## src/apu_cluster_pkg.sv

```systemverilog
// Shared sizes, opcodes and bus structs of the auxiliary processing unit cluster
// Imported by every RTL module and by the testbench
package apu_cluster_pkg;

   ////////////////////////////////////////////////////////////////////////////
   // Cluster sizes
   ////////////////////////////////////////////////////////////////////////////

   localparam int NB_CORES      = 4;
   localparam int NB_PIPE_UNITS = 2;
   localparam int NB_DIV_UNITS  = 1;
   localparam int DATA_W        = 32;

   // Core index tag, NB_CORES must equal 2**CORE_ID_W
   localparam int CORE_ID_W     = 2;

   // One quotient bit per iteration
   localparam int DIV_STEPS     = DATA_W;
   localparam int DIV_CNT_W     = $clog2(DIV_STEPS + 1);

   ////////////////////////////////////////////////////////////////////////////
   // Encodings
   ////////////////////////////////////////////////////////////////////////////

   typedef enum logic {
      UNIT_PIPE,
      UNIT_DIV
   } unit_type_e;

   // Min and max compare signed, divide and remainder are unsigned
   typedef enum logic [2:0] {
      OP_ADD,
      OP_SUB,
      OP_MIN,
      OP_MAX,
      OP_DIVU,
      OP_REMU
   } apu_op_e;

   ////////////////////////////////////////////////////////////////////////////
   // Bus payloads
   ////////////////////////////////////////////////////////////////////////////

   typedef struct packed {
      logic ov;   // signed overflow of add or sub
      logic dz;   // divide by zero
      logic nv;   // op not valid for this unit
   } apu_flags_t;

   typedef struct packed {
      apu_op_e           op;
      logic [DATA_W-1:0] operand_a;
      logic [DATA_W-1:0] operand_b;
   } apu_req_t;

   typedef struct packed {
      logic [DATA_W-1:0] data;
      apu_flags_t        flags;
   } apu_rsp_t;

   // Unit side carries the index of the issuing core
   typedef struct packed {
      apu_req_t             req;
      logic [CORE_ID_W-1:0] core_id;
   } unit_req_t;

   typedef struct packed {
      apu_rsp_t             rsp;
      logic [CORE_ID_W-1:0] core_id;
   } unit_rsp_t;

endpackage

```

## src/apu_demux.sv

```systemverilog
// Per-core router between a core port and the two unit classes
// Holds one request in flight and keeps the response until the core reads it
`timescale 1ns/100ps

module apu_demux
(
   input  logic                       clk,
   input  logic                       arst_n_i,

   // Core side
   input  logic                       core_req_i,
   output logic                       core_gnt_o,
   input  apu_cluster_pkg::unit_type_e core_type_i,
   input  apu_cluster_pkg::apu_req_t  core_data_i,
   output logic                       core_rvalid_o,
   input  logic                       core_rready_i,
   output apu_cluster_pkg::apu_rsp_t  core_rdata_o,

   // Crossbar side
   output logic                       pipe_req_o,
   input  logic                       pipe_gnt_i,
   output logic                       div_req_o,
   input  logic                       div_gnt_i,
   output apu_cluster_pkg::apu_req_t  req_data_o,
   input  logic                       pipe_rvalid_i,
   input  logic                       div_rvalid_i,
   input  apu_cluster_pkg::apu_rsp_t  pipe_rsp_i,
   input  apu_cluster_pkg::apu_rsp_t  div_rsp_i
);
   import apu_cluster_pkg::*;

   typedef enum logic [1:0] {
      ST_IDLE,
      ST_WAIT,
      ST_HOLD
   } demux_state_e;

   demux_state_e state_q;
   demux_state_e state_d;
   apu_rsp_t     rsp_q;
   logic         idle;
   logic         unit_rvalid;

   assign idle        = (state_q == ST_IDLE);
   assign unit_rvalid = pipe_rvalid_i | div_rvalid_i;

   // Only an idle core may issue, and only to the class named by its type
   assign pipe_req_o  = core_req_i & idle & (core_type_i == UNIT_PIPE);
   assign div_req_o   = core_req_i & idle & (core_type_i == UNIT_DIV);
   assign req_data_o  = core_data_i;
   assign core_gnt_o  = (pipe_req_o & pipe_gnt_i) | (div_req_o & div_gnt_i);

   always_comb
   begin
      state_d = state_q;
      case (state_q)
         ST_IDLE:
            if (core_gnt_o)
               state_d = ST_WAIT;
         ST_WAIT:
            if (unit_rvalid)
               state_d = ST_HOLD;
         default:
            if (core_rready_i)
               state_d = ST_IDLE;
      endcase
   end

   always_ff @(posedge clk or negedge arst_n_i)
   begin
      if (!arst_n_i)
         state_q <= ST_IDLE;
      else
         state_q <= state_d;
   end

   // Units never stall, so the answer is captured the cycle it shows up
   always_ff @(posedge clk)
   begin
      if ((state_q == ST_WAIT) && unit_rvalid)
         rsp_q <= pipe_rvalid_i ? pipe_rsp_i : div_rsp_i;
   end

   assign core_rvalid_o = (state_q == ST_HOLD);
   assign core_rdata_o  = rsp_q;

endmodule

```

## src/apu_xbar.sv

```systemverilog
// Round-robin crossbar from all cores to a pool of identical units
// Tags each granted request with the core index and routes answers back by tag
`timescale 1ns/100ps

module apu_xbar
#(
   parameter int NB_UNITS = 1
)
(
   input  logic                                                     clk,
   input  logic                                                     arst_n_i,

   // Core side, one entry per demux
   input  logic [apu_cluster_pkg::NB_CORES-1:0]                     slv_req_i,
   output logic [apu_cluster_pkg::NB_CORES-1:0]                     slv_gnt_o,
   input  apu_cluster_pkg::apu_req_t [apu_cluster_pkg::NB_CORES-1:0] slv_data_i,
   output logic [apu_cluster_pkg::NB_CORES-1:0]                     slv_rvalid_o,
   output apu_cluster_pkg::apu_rsp_t [apu_cluster_pkg::NB_CORES-1:0] slv_rsp_o,

   // Unit side
   output logic [NB_UNITS-1:0]                                      mst_req_o,
   input  logic [NB_UNITS-1:0]                                      mst_gnt_i,
   output apu_cluster_pkg::unit_req_t [NB_UNITS-1:0]                mst_data_o,
   input  logic [NB_UNITS-1:0]                                      mst_rvalid_i,
   input  apu_cluster_pkg::unit_rsp_t [NB_UNITS-1:0]                mst_rsp_i
);
   import apu_cluster_pkg::*;

   logic [CORE_ID_W-1:0] rr_ptr_q;
   logic [CORE_ID_W-1:0] rr_ptr_d;

   ////////////////////////////////////////////////////////////////////////////
   // Request path
   ////////////////////////////////////////////////////////////////////////////

   // Cores are scanned from the pointer, each takes the first free unit
   always_comb
   begin
      logic [NB_UNITS-1:0]  free;
      logic [CORE_ID_W-1:0] idx;
      logic                 placed;

      free       = mst_gnt_i;
      slv_gnt_o  = '0;
      mst_req_o  = '0;
      mst_data_o = '0;
      rr_ptr_d   = rr_ptr_q;

      for (int k = 0; k < NB_CORES; k++)
      begin
         // Wraps for free since the core count is a power of two
         idx    = rr_ptr_q + CORE_ID_W'(k);
         placed = 1'b0;
         for (int u = 0; u < NB_UNITS; u++)
         begin
            if (slv_req_i[idx] && free[u] && !placed)
            begin
               placed                = 1'b1;
               free[u]               = 1'b0;
               mst_req_o[u]          = 1'b1;
               mst_data_o[u].req     = slv_data_i[idx];
               mst_data_o[u].core_id = idx;
               slv_gnt_o[idx]        = 1'b1;
               rr_ptr_d              = idx + 1'b1;
            end
         end
      end
   end

   always_ff @(posedge clk or negedge arst_n_i)
   begin
      if (!arst_n_i)
         rr_ptr_q <= '0;
      else
         rr_ptr_q <= rr_ptr_d;
   end

   ////////////////////////////////////////////////////////////////////////////
   // Response path
   ////////////////////////////////////////////////////////////////////////////

   // One request per core in flight, so tags never collide
   always_comb
   begin
      slv_rvalid_o = '0;
      slv_rsp_o    = '0;
      for (int u = 0; u < NB_UNITS; u++)
      begin
         if (mst_rvalid_i[u])
         begin
            slv_rvalid_o[mst_rsp_i[u].core_id] = 1'b1;
            slv_rsp_o[mst_rsp_i[u].core_id]    = mst_rsp_i[u].rsp;
         end
      end
   end

endmodule

```

## src/apu_pipe_unit.sv

```systemverilog
// Two-stage integer unit for add, sub, signed min and signed max
// Accepts a request every cycle, answers two cycles later
`timescale 1ns/100ps

module apu_pipe_unit
(
   input  logic                       clk,
   input  logic                       arst_n_i,
   input  logic                       req_i,
   output logic                       gnt_o,
   input  apu_cluster_pkg::unit_req_t req_data_i,
   output logic                       rvalid_o,
   output apu_cluster_pkg::unit_rsp_t rsp_o
);
   import apu_cluster_pkg::*;

   logic [DATA_W-1:0] op_a;
   logic [DATA_W-1:0] op_b;
   logic [DATA_W-1:0] sum;
   logic [DATA_W-1:0] diff;
   logic              a_lt_b;
   unit_rsp_t         s1_rsp_d;
   unit_rsp_t         s1_rsp_q;
   unit_rsp_t         s2_rsp_q;
   logic              s1_valid_q;
   logic              s2_valid_q;

   assign gnt_o  = 1'b1;
   assign op_a   = req_data_i.req.operand_a;
   assign op_b   = req_data_i.req.operand_b;
   assign sum    = op_a + op_b;
   assign diff   = op_a - op_b;
   assign a_lt_b = $signed(op_a) < $signed(op_b);

   // Stage one
   always_comb
   begin
      s1_rsp_d         = '0;
      s1_rsp_d.core_id = req_data_i.core_id;
      case (req_data_i.req.op)
         OP_ADD:
         begin
            s1_rsp_d.rsp.data     = sum;
            s1_rsp_d.rsp.flags.ov = (op_a[DATA_W-1] == op_b[DATA_W-1]) &&
                                    (sum[DATA_W-1] != op_a[DATA_W-1]);
         end
         OP_SUB:
         begin
            s1_rsp_d.rsp.data     = diff;
            s1_rsp_d.rsp.flags.ov = (op_a[DATA_W-1] != op_b[DATA_W-1]) &&
                                    (diff[DATA_W-1] != op_a[DATA_W-1]);
         end
         OP_MIN:  s1_rsp_d.rsp.data = a_lt_b ? op_a : op_b;
         OP_MAX:  s1_rsp_d.rsp.data = a_lt_b ? op_b : op_a;
         default: s1_rsp_d.rsp.flags.nv = 1'b1;
      endcase
   end

   always_ff @(posedge clk or negedge arst_n_i)
   begin
      if (!arst_n_i)
      begin
         s1_valid_q <= 1'b0;
         s2_valid_q <= 1'b0;
      end
      else
      begin
         s1_valid_q <= req_i;
         s2_valid_q <= s1_valid_q;
      end
   end

   // Stage two
   always_ff @(posedge clk)
   begin
      if (req_i)
         s1_rsp_q <= s1_rsp_d;
      if (s1_valid_q)
         s2_rsp_q <= s1_rsp_q;
   end

   assign rvalid_o = s2_valid_q;
   assign rsp_o    = s2_rsp_q;

endmodule

```

## src/apu_div_unit.sv

```systemverilog
// Iterative unsigned divider, restoring shift-subtract, one quotient bit a cycle
// Takes a new request only when idle, answers DIV_STEPS+1 cycles after acceptance
`timescale 1ns/100ps

module apu_div_unit
(
   input  logic                       clk,
   input  logic                       arst_n_i,
   input  logic                       req_i,
   output logic                       gnt_o,
   input  apu_cluster_pkg::unit_req_t req_data_i,
   output logic                       rvalid_o,
   output apu_cluster_pkg::unit_rsp_t rsp_o
);
   import apu_cluster_pkg::*;

   logic                 busy_q;
   logic                 rvalid_q;
   logic [DIV_CNT_W-1:0] cnt_q;
   logic                 accept;
   logic                 last_step;
   apu_op_e              op_q;
   logic [CORE_ID_W-1:0] core_id_q;
   logic [DATA_W-1:0]    divisor_q;
   logic [DATA_W-1:0]    quo_q;
   logic [DATA_W-1:0]    rem_q;
   logic [DATA_W:0]      rem_shift;
   logic [DATA_W:0]      trial;
   logic [DATA_W-1:0]    quo_next;
   logic [DATA_W-1:0]    rem_next;
   unit_rsp_t            rsp_d;
   unit_rsp_t            rsp_q;

   assign gnt_o     = !busy_q;
   assign accept    = req_i & gnt_o;
   assign last_step = busy_q && (cnt_q == DIV_CNT_W'(1));

   // Dividend bits shift out of quo_q into the remainder
   assign rem_shift = {rem_q, quo_q[DATA_W-1]};
   assign trial     = rem_shift - {1'b0, divisor_q};
   assign quo_next  = {quo_q[DATA_W-2:0], !trial[DATA_W]};
   assign rem_next  = trial[DATA_W] ? rem_shift[DATA_W-1:0] : trial[DATA_W-1:0];

   // Zero divisor falls out of the algorithm as all ones and the dividend
   always_comb
   begin
      rsp_d         = '0;
      rsp_d.core_id = core_id_q;
      case (op_q)
         OP_DIVU:
         begin
            rsp_d.rsp.data     = quo_next;
            rsp_d.rsp.flags.dz = (divisor_q == '0);
         end
         OP_REMU:
         begin
            rsp_d.rsp.data     = rem_next;
            rsp_d.rsp.flags.dz = (divisor_q == '0);
         end
         default: rsp_d.rsp.flags.nv = 1'b1;
      endcase
   end

   always_ff @(posedge clk or negedge arst_n_i)
   begin
      if (!arst_n_i)
      begin
         busy_q   <= 1'b0;
         rvalid_q <= 1'b0;
         cnt_q    <= '0;
      end
      else
      begin
         rvalid_q <= last_step;
         if (accept)
         begin
            busy_q <= 1'b1;
            cnt_q  <= DIV_CNT_W'(DIV_STEPS);
         end
         else if (busy_q)
         begin
            cnt_q <= cnt_q - 1'b1;
            if (last_step)
               busy_q <= 1'b0;
         end
      end
   end

   always_ff @(posedge clk)
   begin
      if (accept)
      begin
         op_q      <= req_data_i.req.op;
         core_id_q <= req_data_i.core_id;
         divisor_q <= req_data_i.req.operand_b;
         quo_q     <= req_data_i.req.operand_a;
         rem_q     <= '0;
      end
      else if (busy_q)
      begin
         quo_q <= quo_next;
         rem_q <= rem_next;
      end
      if (last_step)
         rsp_q <= rsp_d;
   end

   assign rvalid_o = rvalid_q;
   assign rsp_o    = rsp_q;

endmodule

```

## src/shared_apu_cluster.sv

```systemverilog
// Shared arithmetic cluster, per-core demuxes feeding one crossbar per unit class
// Pipelined units answer 3 cycles after grant, the divider DIV_STEPS+2 cycles
`timescale 1ns/100ps

module shared_apu_cluster
(
   input  logic                                                      clk,
   input  logic                                                      arst_n_i,

   input  logic [apu_cluster_pkg::NB_CORES-1:0]                      core_req_i,
   output logic [apu_cluster_pkg::NB_CORES-1:0]                      core_gnt_o,
   input  apu_cluster_pkg::unit_type_e [apu_cluster_pkg::NB_CORES-1:0] core_type_i,
   input  apu_cluster_pkg::apu_req_t [apu_cluster_pkg::NB_CORES-1:0]  core_data_i,
   output logic [apu_cluster_pkg::NB_CORES-1:0]                      core_rvalid_o,
   input  logic [apu_cluster_pkg::NB_CORES-1:0]                      core_rready_i,
   output apu_cluster_pkg::apu_rsp_t [apu_cluster_pkg::NB_CORES-1:0]  core_rdata_o
);
   import apu_cluster_pkg::*;

   // Demux to crossbar, indexed by core
   logic      [NB_CORES-1:0]      pipe_req;
   logic      [NB_CORES-1:0]      pipe_gnt;
   logic      [NB_CORES-1:0]      pipe_rvalid;
   logic      [NB_CORES-1:0]      div_req;
   logic      [NB_CORES-1:0]      div_gnt;
   logic      [NB_CORES-1:0]      div_rvalid;
   apu_req_t  [NB_CORES-1:0]      req_data;
   apu_rsp_t  [NB_CORES-1:0]      pipe_rsp;
   apu_rsp_t  [NB_CORES-1:0]      div_rsp;

   // Crossbar to units
   logic      [NB_PIPE_UNITS-1:0] pu_req;
   logic      [NB_PIPE_UNITS-1:0] pu_gnt;
   logic      [NB_PIPE_UNITS-1:0] pu_rvalid;
   unit_req_t [NB_PIPE_UNITS-1:0] pu_data;
   unit_rsp_t [NB_PIPE_UNITS-1:0] pu_rsp;
   logic      [NB_DIV_UNITS-1:0]  du_req;
   logic      [NB_DIV_UNITS-1:0]  du_gnt;
   logic      [NB_DIV_UNITS-1:0]  du_rvalid;
   unit_req_t [NB_DIV_UNITS-1:0]  du_data;
   unit_rsp_t [NB_DIV_UNITS-1:0]  du_rsp;

   for (genvar i = 0; i < NB_CORES; i++)
   begin : g_demux
      apu_demux i_apu_demux
      (
         .clk           ( clk              ),
         .arst_n_i      ( arst_n_i         ),
         .core_req_i    ( core_req_i[i]    ),
         .core_gnt_o    ( core_gnt_o[i]    ),
         .core_type_i   ( core_type_i[i]   ),
         .core_data_i   ( core_data_i[i]   ),
         .core_rvalid_o ( core_rvalid_o[i] ),
         .core_rready_i ( core_rready_i[i] ),
         .core_rdata_o  ( core_rdata_o[i]  ),
         .pipe_req_o    ( pipe_req[i]      ),
         .pipe_gnt_i    ( pipe_gnt[i]      ),
         .div_req_o     ( div_req[i]       ),
         .div_gnt_i     ( div_gnt[i]       ),
         .req_data_o    ( req_data[i]      ),
         .pipe_rvalid_i ( pipe_rvalid[i]   ),
         .div_rvalid_i  ( div_rvalid[i]    ),
         .pipe_rsp_i    ( pipe_rsp[i]      ),
         .div_rsp_i     ( div_rsp[i]       )
      );
   end

   ////////////////////////////////////////////////////////////////////////////
   // Pipelined class
   ////////////////////////////////////////////////////////////////////////////

   apu_xbar #(.NB_UNITS(NB_PIPE_UNITS)) i_pipe_xbar
   (
      .clk          ( clk         ),
      .arst_n_i     ( arst_n_i    ),
      .slv_req_i    ( pipe_req    ),
      .slv_gnt_o    ( pipe_gnt    ),
      .slv_data_i   ( req_data    ),
      .slv_rvalid_o ( pipe_rvalid ),
      .slv_rsp_o    ( pipe_rsp    ),
      .mst_req_o    ( pu_req      ),
      .mst_gnt_i    ( pu_gnt      ),
      .mst_data_o   ( pu_data     ),
      .mst_rvalid_i ( pu_rvalid   ),
      .mst_rsp_i    ( pu_rsp      )
   );

   for (genvar j = 0; j < NB_PIPE_UNITS; j++)
   begin : g_pipe_unit
      apu_pipe_unit i_apu_pipe_unit
      (
         .clk        ( clk          ),
         .arst_n_i   ( arst_n_i     ),
         .req_i      ( pu_req[j]    ),
         .gnt_o      ( pu_gnt[j]    ),
         .req_data_i ( pu_data[j]   ),
         .rvalid_o   ( pu_rvalid[j] ),
         .rsp_o      ( pu_rsp[j]    )
      );
   end

   ////////////////////////////////////////////////////////////////////////////
   // Divide class
   ////////////////////////////////////////////////////////////////////////////

   apu_xbar #(.NB_UNITS(NB_DIV_UNITS)) i_div_xbar
   (
      .clk          ( clk        ),
      .arst_n_i     ( arst_n_i   ),
      .slv_req_i    ( div_req    ),
      .slv_gnt_o    ( div_gnt    ),
      .slv_data_i   ( req_data   ),
      .slv_rvalid_o ( div_rvalid ),
      .slv_rsp_o    ( div_rsp    ),
      .mst_req_o    ( du_req     ),
      .mst_gnt_i    ( du_gnt     ),
      .mst_data_o   ( du_data    ),
      .mst_rvalid_i ( du_rvalid  ),
      .mst_rsp_i    ( du_rsp     )
   );

   for (genvar j = 0; j < NB_DIV_UNITS; j++)
   begin : g_div_unit
      apu_div_unit i_apu_div_unit
      (
         .clk        ( clk          ),
         .arst_n_i   ( arst_n_i     ),
         .req_i      ( du_req[j]    ),
         .gnt_o      ( du_gnt[j]    ),
         .req_data_i ( du_data[j]   ),
         .rvalid_o   ( du_rvalid[j] ),
         .rsp_o      ( du_rsp[j]    )
      );
   end

endmodule

```

## config.mk

```make
export PLATFORM = sky130hd
export DESIGN_NAME = shared_apu_cluster
export DESIGN_NICKNAME = d
export VERILOG_FILES = /design/src/apu_cluster_pkg.sv /design/src/apu_demux.sv /design/src/apu_xbar.sv /design/src/apu_pipe_unit.sv /design/src/apu_div_unit.sv /design/src/shared_apu_cluster.sv
export SDC_FILE = /design/constraint.sdc
export NUM_CORES = 2
export LEC_CHECK = 0
export BUFFER_PORTS_ARGS = -buffer_cell sky130_fd_sc_hd__buf_2
export CORE_UTILIZATION = 30
export CTS_BUF_LIST = sky130_fd_sc_hd__clkbuf_4 sky130_fd_sc_hd__clkbuf_8
export CTS_CLUSTER_SIZE = 25
export DETAILED_ROUTE_END_ITERATION = 8
export PLACE_DENSITY = 0.5
export RECOVER_POWER = 25
export REMOVE_ABC_BUFFERS = 1
export SLEW_MARGIN = 20
export SYNTH_ARGS = -nofsm -noshare
export SYNTH_HDL_FRONTEND = slang
export SYNTH_SLANG_ARGS = --single-unit
```

## constraint.sdc

```tcl
create_clock -name clk -period 14.5 [get_ports clk]
set_input_delay 2.175 -clock clk [delete_from_list [all_inputs] [get_ports clk]]
set_output_delay 2.175 -clock clk [all_outputs]
set_load 0.005 [all_outputs]
```

==> impl_metrics.yaml <==
floorplanning:
  die_y_um: 387.0
  die_area_um2: 149700
  die_x_um: 387.0
  core.rowCount: 140
  design.core.area_um2: 146400
  io_pins: 430
  initial_core_utilization: 0.3036
worst_setup_path:
  worst-path-buf-inv: 4
  cp_cell_sequence: "buf_2, or4b_1, mux4_2, buf_4, a21oi_4, buf_4, a22o_1, a21oi_1, ha_1, fa_1, nor2_1, nor2_1, o41ai_1, a31oi_1, o21ai_1, a21oi_1, a41oi_1, xnor2_2, buf_4, mux2i_1, o22ai_1"
  crit_type: "in -> reg"
  worst_path_max_delay_cell: "sky130_fd_sc_hd__buf_4"
  critical_path.most_common_cell: "sky130_fd_sc_hd__buf_4"
  setup.worst_path.start_class: "input port"
  critPathTopFamily: "compound AO/OA/AOI/OAI gates"
  cp.required_ns: 14.99
  timing.critical_path.to_type: "flip-flop"
  worstPathMaxFanout: 63
  slowest_stage_delay_on_critical_path_ns: 0.78
  crit_arrival_ns: 9.63
route:
  route.detailed.wl_per_inst_um: 28.93
  avgViaCountPerCell: 6.200
  route.detailed.drc: 0
  drt_pass1_iterations: 8
  drt_wl_total_mm: 195.8
  ant_nets: 0
  first_iter_violations: 4949
  routed-via-count: 41960
logic_synthesis:
  synth_cells: 4547
  synth.most_common_cell: "sky130_fd_sc_hd__edfxtp_1"
  sequential_fraction_of_the_synthesis_area: 0.2907
  synth_top_area_cell: "sky130_fd_sc_hd__edfxtp_1"
  ys_top_cells_by_area: "sky130_fd_sc_hd__edfxtp_1, sky130_fd_sc_hd__mux4_2, sky130_fd_sc_hd__mux2i_1"
  synth-edff-count: 389
  number_of_register_bits_inferred_by_synthesis: 445
  yosys-top-cells-count: "sky130_fd_sc_hd__edfxtp_1, sky130_fd_sc_hd__mux2i_1, sky130_fd_sc_hd__o21ai_0"
  post_synth.cell_area_avg_um2: 9.778
  yosysWarningCount: 0
  synth_area_um2: 44460
  synth_top_area_frac: 0.2627
  ys_async_sr_fraction: 0.05393
  ys.flop_type: "sky130_fd_sc_hd__edfxtp_1"
  synthDistinctLibCells: 93
sta:
  slew_violations: 436
  slew_at_the_pin_closest_to_its_max_slew_limit_ns: 3.426
  timing.final.setup_violations: 0
  worst_hold_slack_ns: 0.4184
  worst_slew_margin_rel: -1.284
  fmaxAchievable_mhz: 109.4
  report.final.hold_viol_count: 0
  clock_period_minus_final_worst_setup_slack_ns: 9.140
  worst_slack_ns: 5.360
  fin_worst_skew_ns: 0.03911
  setup_repair_after_global_routing_missed_its_margin: "no"
  final.period_utilization: 0.6304
clocking:
  postCtsHoldBufs: 0
  tritoncts: "built"
  worst_skew_pair.late_latency_ns: 0.80
  cts-root-to-sink-buffers: 3
  cts_resized: 0
  register_clock_pin_slew_on_the_reported_worst_setup_and_hold_paths_ns: 0.06
  cts.sinks: 445
  cts_inserted_buffers: 87
  cts_setup_buffers: 0
  htree_num_levels: 3
  ctsRootBufferMaster: "sky130_fd_sc_hd__clkbuf_8"
layout:
  layoutNonFillerInstCount: 6767
  multi_input_area_um2: 29490
  finalCoreUtilization: 0.3443
  fillCellCount: 14800
  area_taken_by_flip_flops_and_latches_um2: 12940
  area_growth_pct: 13.40
  drive_gt1_frac: 0.2322
  finalNetCount: 5220
global_routing:
  initial_antenna_violation_count: 67
  grt-ovfl-total: 0
  grt_start_max_net_pins: 126
  grt_first_pass_wirelength_mm: 280.9
  globalRouteTotalUtil: 0.2522
  grt_pass1_vias: 38960
placed_design:
  place.port_buffers: 429
  dp_slack_ns: 4.733
  dpl.hpwl_mm: 143.8
  place.gp.congestion: 0.9687
  placedCellCount: 6586
run_status:
  outcome: "complete, but fails checks"
  violations: "max-capacitance violations, max-slew violations"
worst_hold_path:
  timing.hold.worst.class: "reg -> reg"
run:
  maxCapViolCount: 10
[worst register-to-register path: stages (launching register included)]
cell and delay [ns]:
sky130_fd_sc_hd__dfrtp_4 0.69, sky130_fd_sc_hd__buf_4 0.75, sky130_fd_sc_hd__buf_4 0.94, sky130_fd_sc_hd__buf_4 0.78
sky130_fd_sc_hd__mux4_2 0.66, sky130_fd_sc_hd__a22oi_1 0.16, sky130_fd_sc_hd__nor2_1 0.06, sky130_fd_sc_hd__a221oi_1 0.81
sky130_fd_sc_hd__inv_1 0.11, sky130_fd_sc_hd__ha_1 0.38, sky130_fd_sc_hd__or2_2 0.31, sky130_fd_sc_hd__or4_1 0.50
sky130_fd_sc_hd__or4_1 0.41, sky130_fd_sc_hd__o21ai_0 0.33, sky130_fd_sc_hd__a31oi_1 0.25, sky130_fd_sc_hd__xnor2_4 0.61
sky130_fd_sc_hd__buf_4 0.52, sky130_fd_sc_hd__mux2_2 0.41, sky130_fd_sc_hd__o22ai_1 0.14
[final cells by class]
| cell class | instances | area share |
|---|---|---|
| antenna | 18 | 0.0008934 |
| clock buffer | 115 | 0.02904 |
| clock inverter | 47 | 0.01062 |
| inverter | 178 | 0.01325 |
| multi-input combinational | 3520 | 0.5849 |
| sequential | 445 | 0.2566 |
| tap | 1917 | 0.04758 |
| timing repair buffer | 527 | 0.05711 |
[registers in the layout (all words and copies together) (netlist names), 3 cells and up]
signal                                count
g_div_unit.i_apu_div_unit.divisor_q      32
g_pipe_unit.i_apu_pipe_unit.s1_rsp_q     72
g_pipe_unit.i_apu_pipe_unit.rsp_o        72
g_div_unit.i_apu_div_unit.op_q            3
g_div_unit.i_apu_div_unit.quo_q          32
g_demux.i_apu_demux.core_rdata_o        140
g_div_unit.i_apu_div_unit.rsp_o          36
g_div_unit.i_apu_div_unit.rem_q          32
g_demux.i_apu_demux.state_q               8
g_div_unit.i_apu_div_unit.cnt_q           6
[metrics by stage]
step / instance area (um^2) / setup TNS, ns
6_report: 50420 / 0
5_1_grt: 50390 / 0
4_1_cts: 50410 / 0
3_5_place_dp: 48410 / 0
3_3_place_gp: 48410 / 0
2_1_floorplan: 42870 / -1660.93
[placed cells by master, fill, tap and decap left out, types with 28 or more instances in the layout]
cell type	n
sky130_fd_sc_hd__buf_2	429
sky130_fd_sc_hd__edfxtp_1	389
sky130_fd_sc_hd__mux2i_1	374
sky130_fd_sc_hd__o21ai_0	372
sky130_fd_sc_hd__mux4_2	336
sky130_fd_sc_hd__nand2_1	330
sky130_fd_sc_hd__nor2_1	293
sky130_fd_sc_hd__a21oi_1	263
sky130_fd_sc_hd__nand3_1	187
sky130_fd_sc_hd__inv_1	174
sky130_fd_sc_hd__ha_1	172
sky130_fd_sc_hd__o22ai_1	126
sky130_fd_sc_hd__clkbuf_8	96
sky130_fd_sc_hd__buf_4	84
sky130_fd_sc_hd__o221ai_1	77
sky130_fd_sc_hd__xnor2_1	74
sky130_fd_sc_hd__a22oi_1	65
sky130_fd_sc_hd__a221oi_1	63
sky130_fd_sc_hd__nor3_1	54
sky130_fd_sc_hd__a21o_1	54
sky130_fd_sc_hd__a31oi_1	46
sky130_fd_sc_hd__mux2_2	44
sky130_fd_sc_hd__a221o_1	43
sky130_fd_sc_hd__o31ai_1	34
sky130_fd_sc_hd__dfxtp_1	32
sky130_fd_sc_hd__nand2b_1	31
sky130_fd_sc_hd__a211oi_1	31
sky130_fd_sc_hd__a222oi_1	30
sky130_fd_sc_hd__nor2b_1	28
[path summary, 6_finish.rpt]
check | start | to | slack, ns | depth (start not counted)
max in group asynchronous | arst_n_i | i_pipe_xbar.rr_ptr_q[0]$_DFFE_PN0P_ | 11.51 | 1
setup reg to reg | i_pipe_xbar.rr_ptr_q[0]$_DFFE_PN0P_ | g_pipe_unit[0].i_apu_pipe_unit.s1_rsp_q[9]$_SDFFCE_PN0P_ | 5.52 | 18
hold / removal | g_pipe_unit[1].i_apu_pipe_unit.s1_rsp_q[1]$_DFFE_PP_ | g_pipe_unit[1].i_apu_pipe_unit.rsp_o[1]$_DFFE_PP_ | 0.42 | 0
hold reg to reg | g_pipe_unit[1].i_apu_pipe_unit.s1_rsp_q[1]$_DFFE_PP_ | g_pipe_unit[1].i_apu_pipe_unit.rsp_o[1]$_DFFE_PP_ | 0.42 | 0
setup / recovery | core_type_i[2] | g_pipe_unit[1].i_apu_pipe_unit.s1_rsp_q[17]$_SDFFCE_PN0P_ | 5.36 | 21
min in group asynchronous | arst_n_i | g_demux[0].i_apu_demux.state_q[0]$_DFFE_PN0P_ | 1.80 | 1
[routing by layer]
layer / part of all wire / up-vias / global-route usage
li1: - / 18430 / -
met1: 0.43 / 21030 / 0.3519
met2: 0.45 / 2177 / 0.3902
met3: 0.099 / 288 / 0.05434
met4: 0.024 / 32 / 0.07142
met5: 0.0010 / - / 0
[cells by family after synthesis]
| logic type | synth area share |
|---|---|
| AND/OR/NAND/NOR | 0.1114 |
| adder cells (fa/ha/maj) | 0.05122 |
| flip-flops | 0.2907 |
| multiplexers | 0.2661 |
| AO/OA/AOI/OAI | 0.2114 |
| XOR/XNOR | 0.01849 |
| buffers and inverters | 0.05082 |
Power is left out: the tool's default activity adds up to more than one toggle a clock period on the data nets, which glitch-free logic cannot reach.
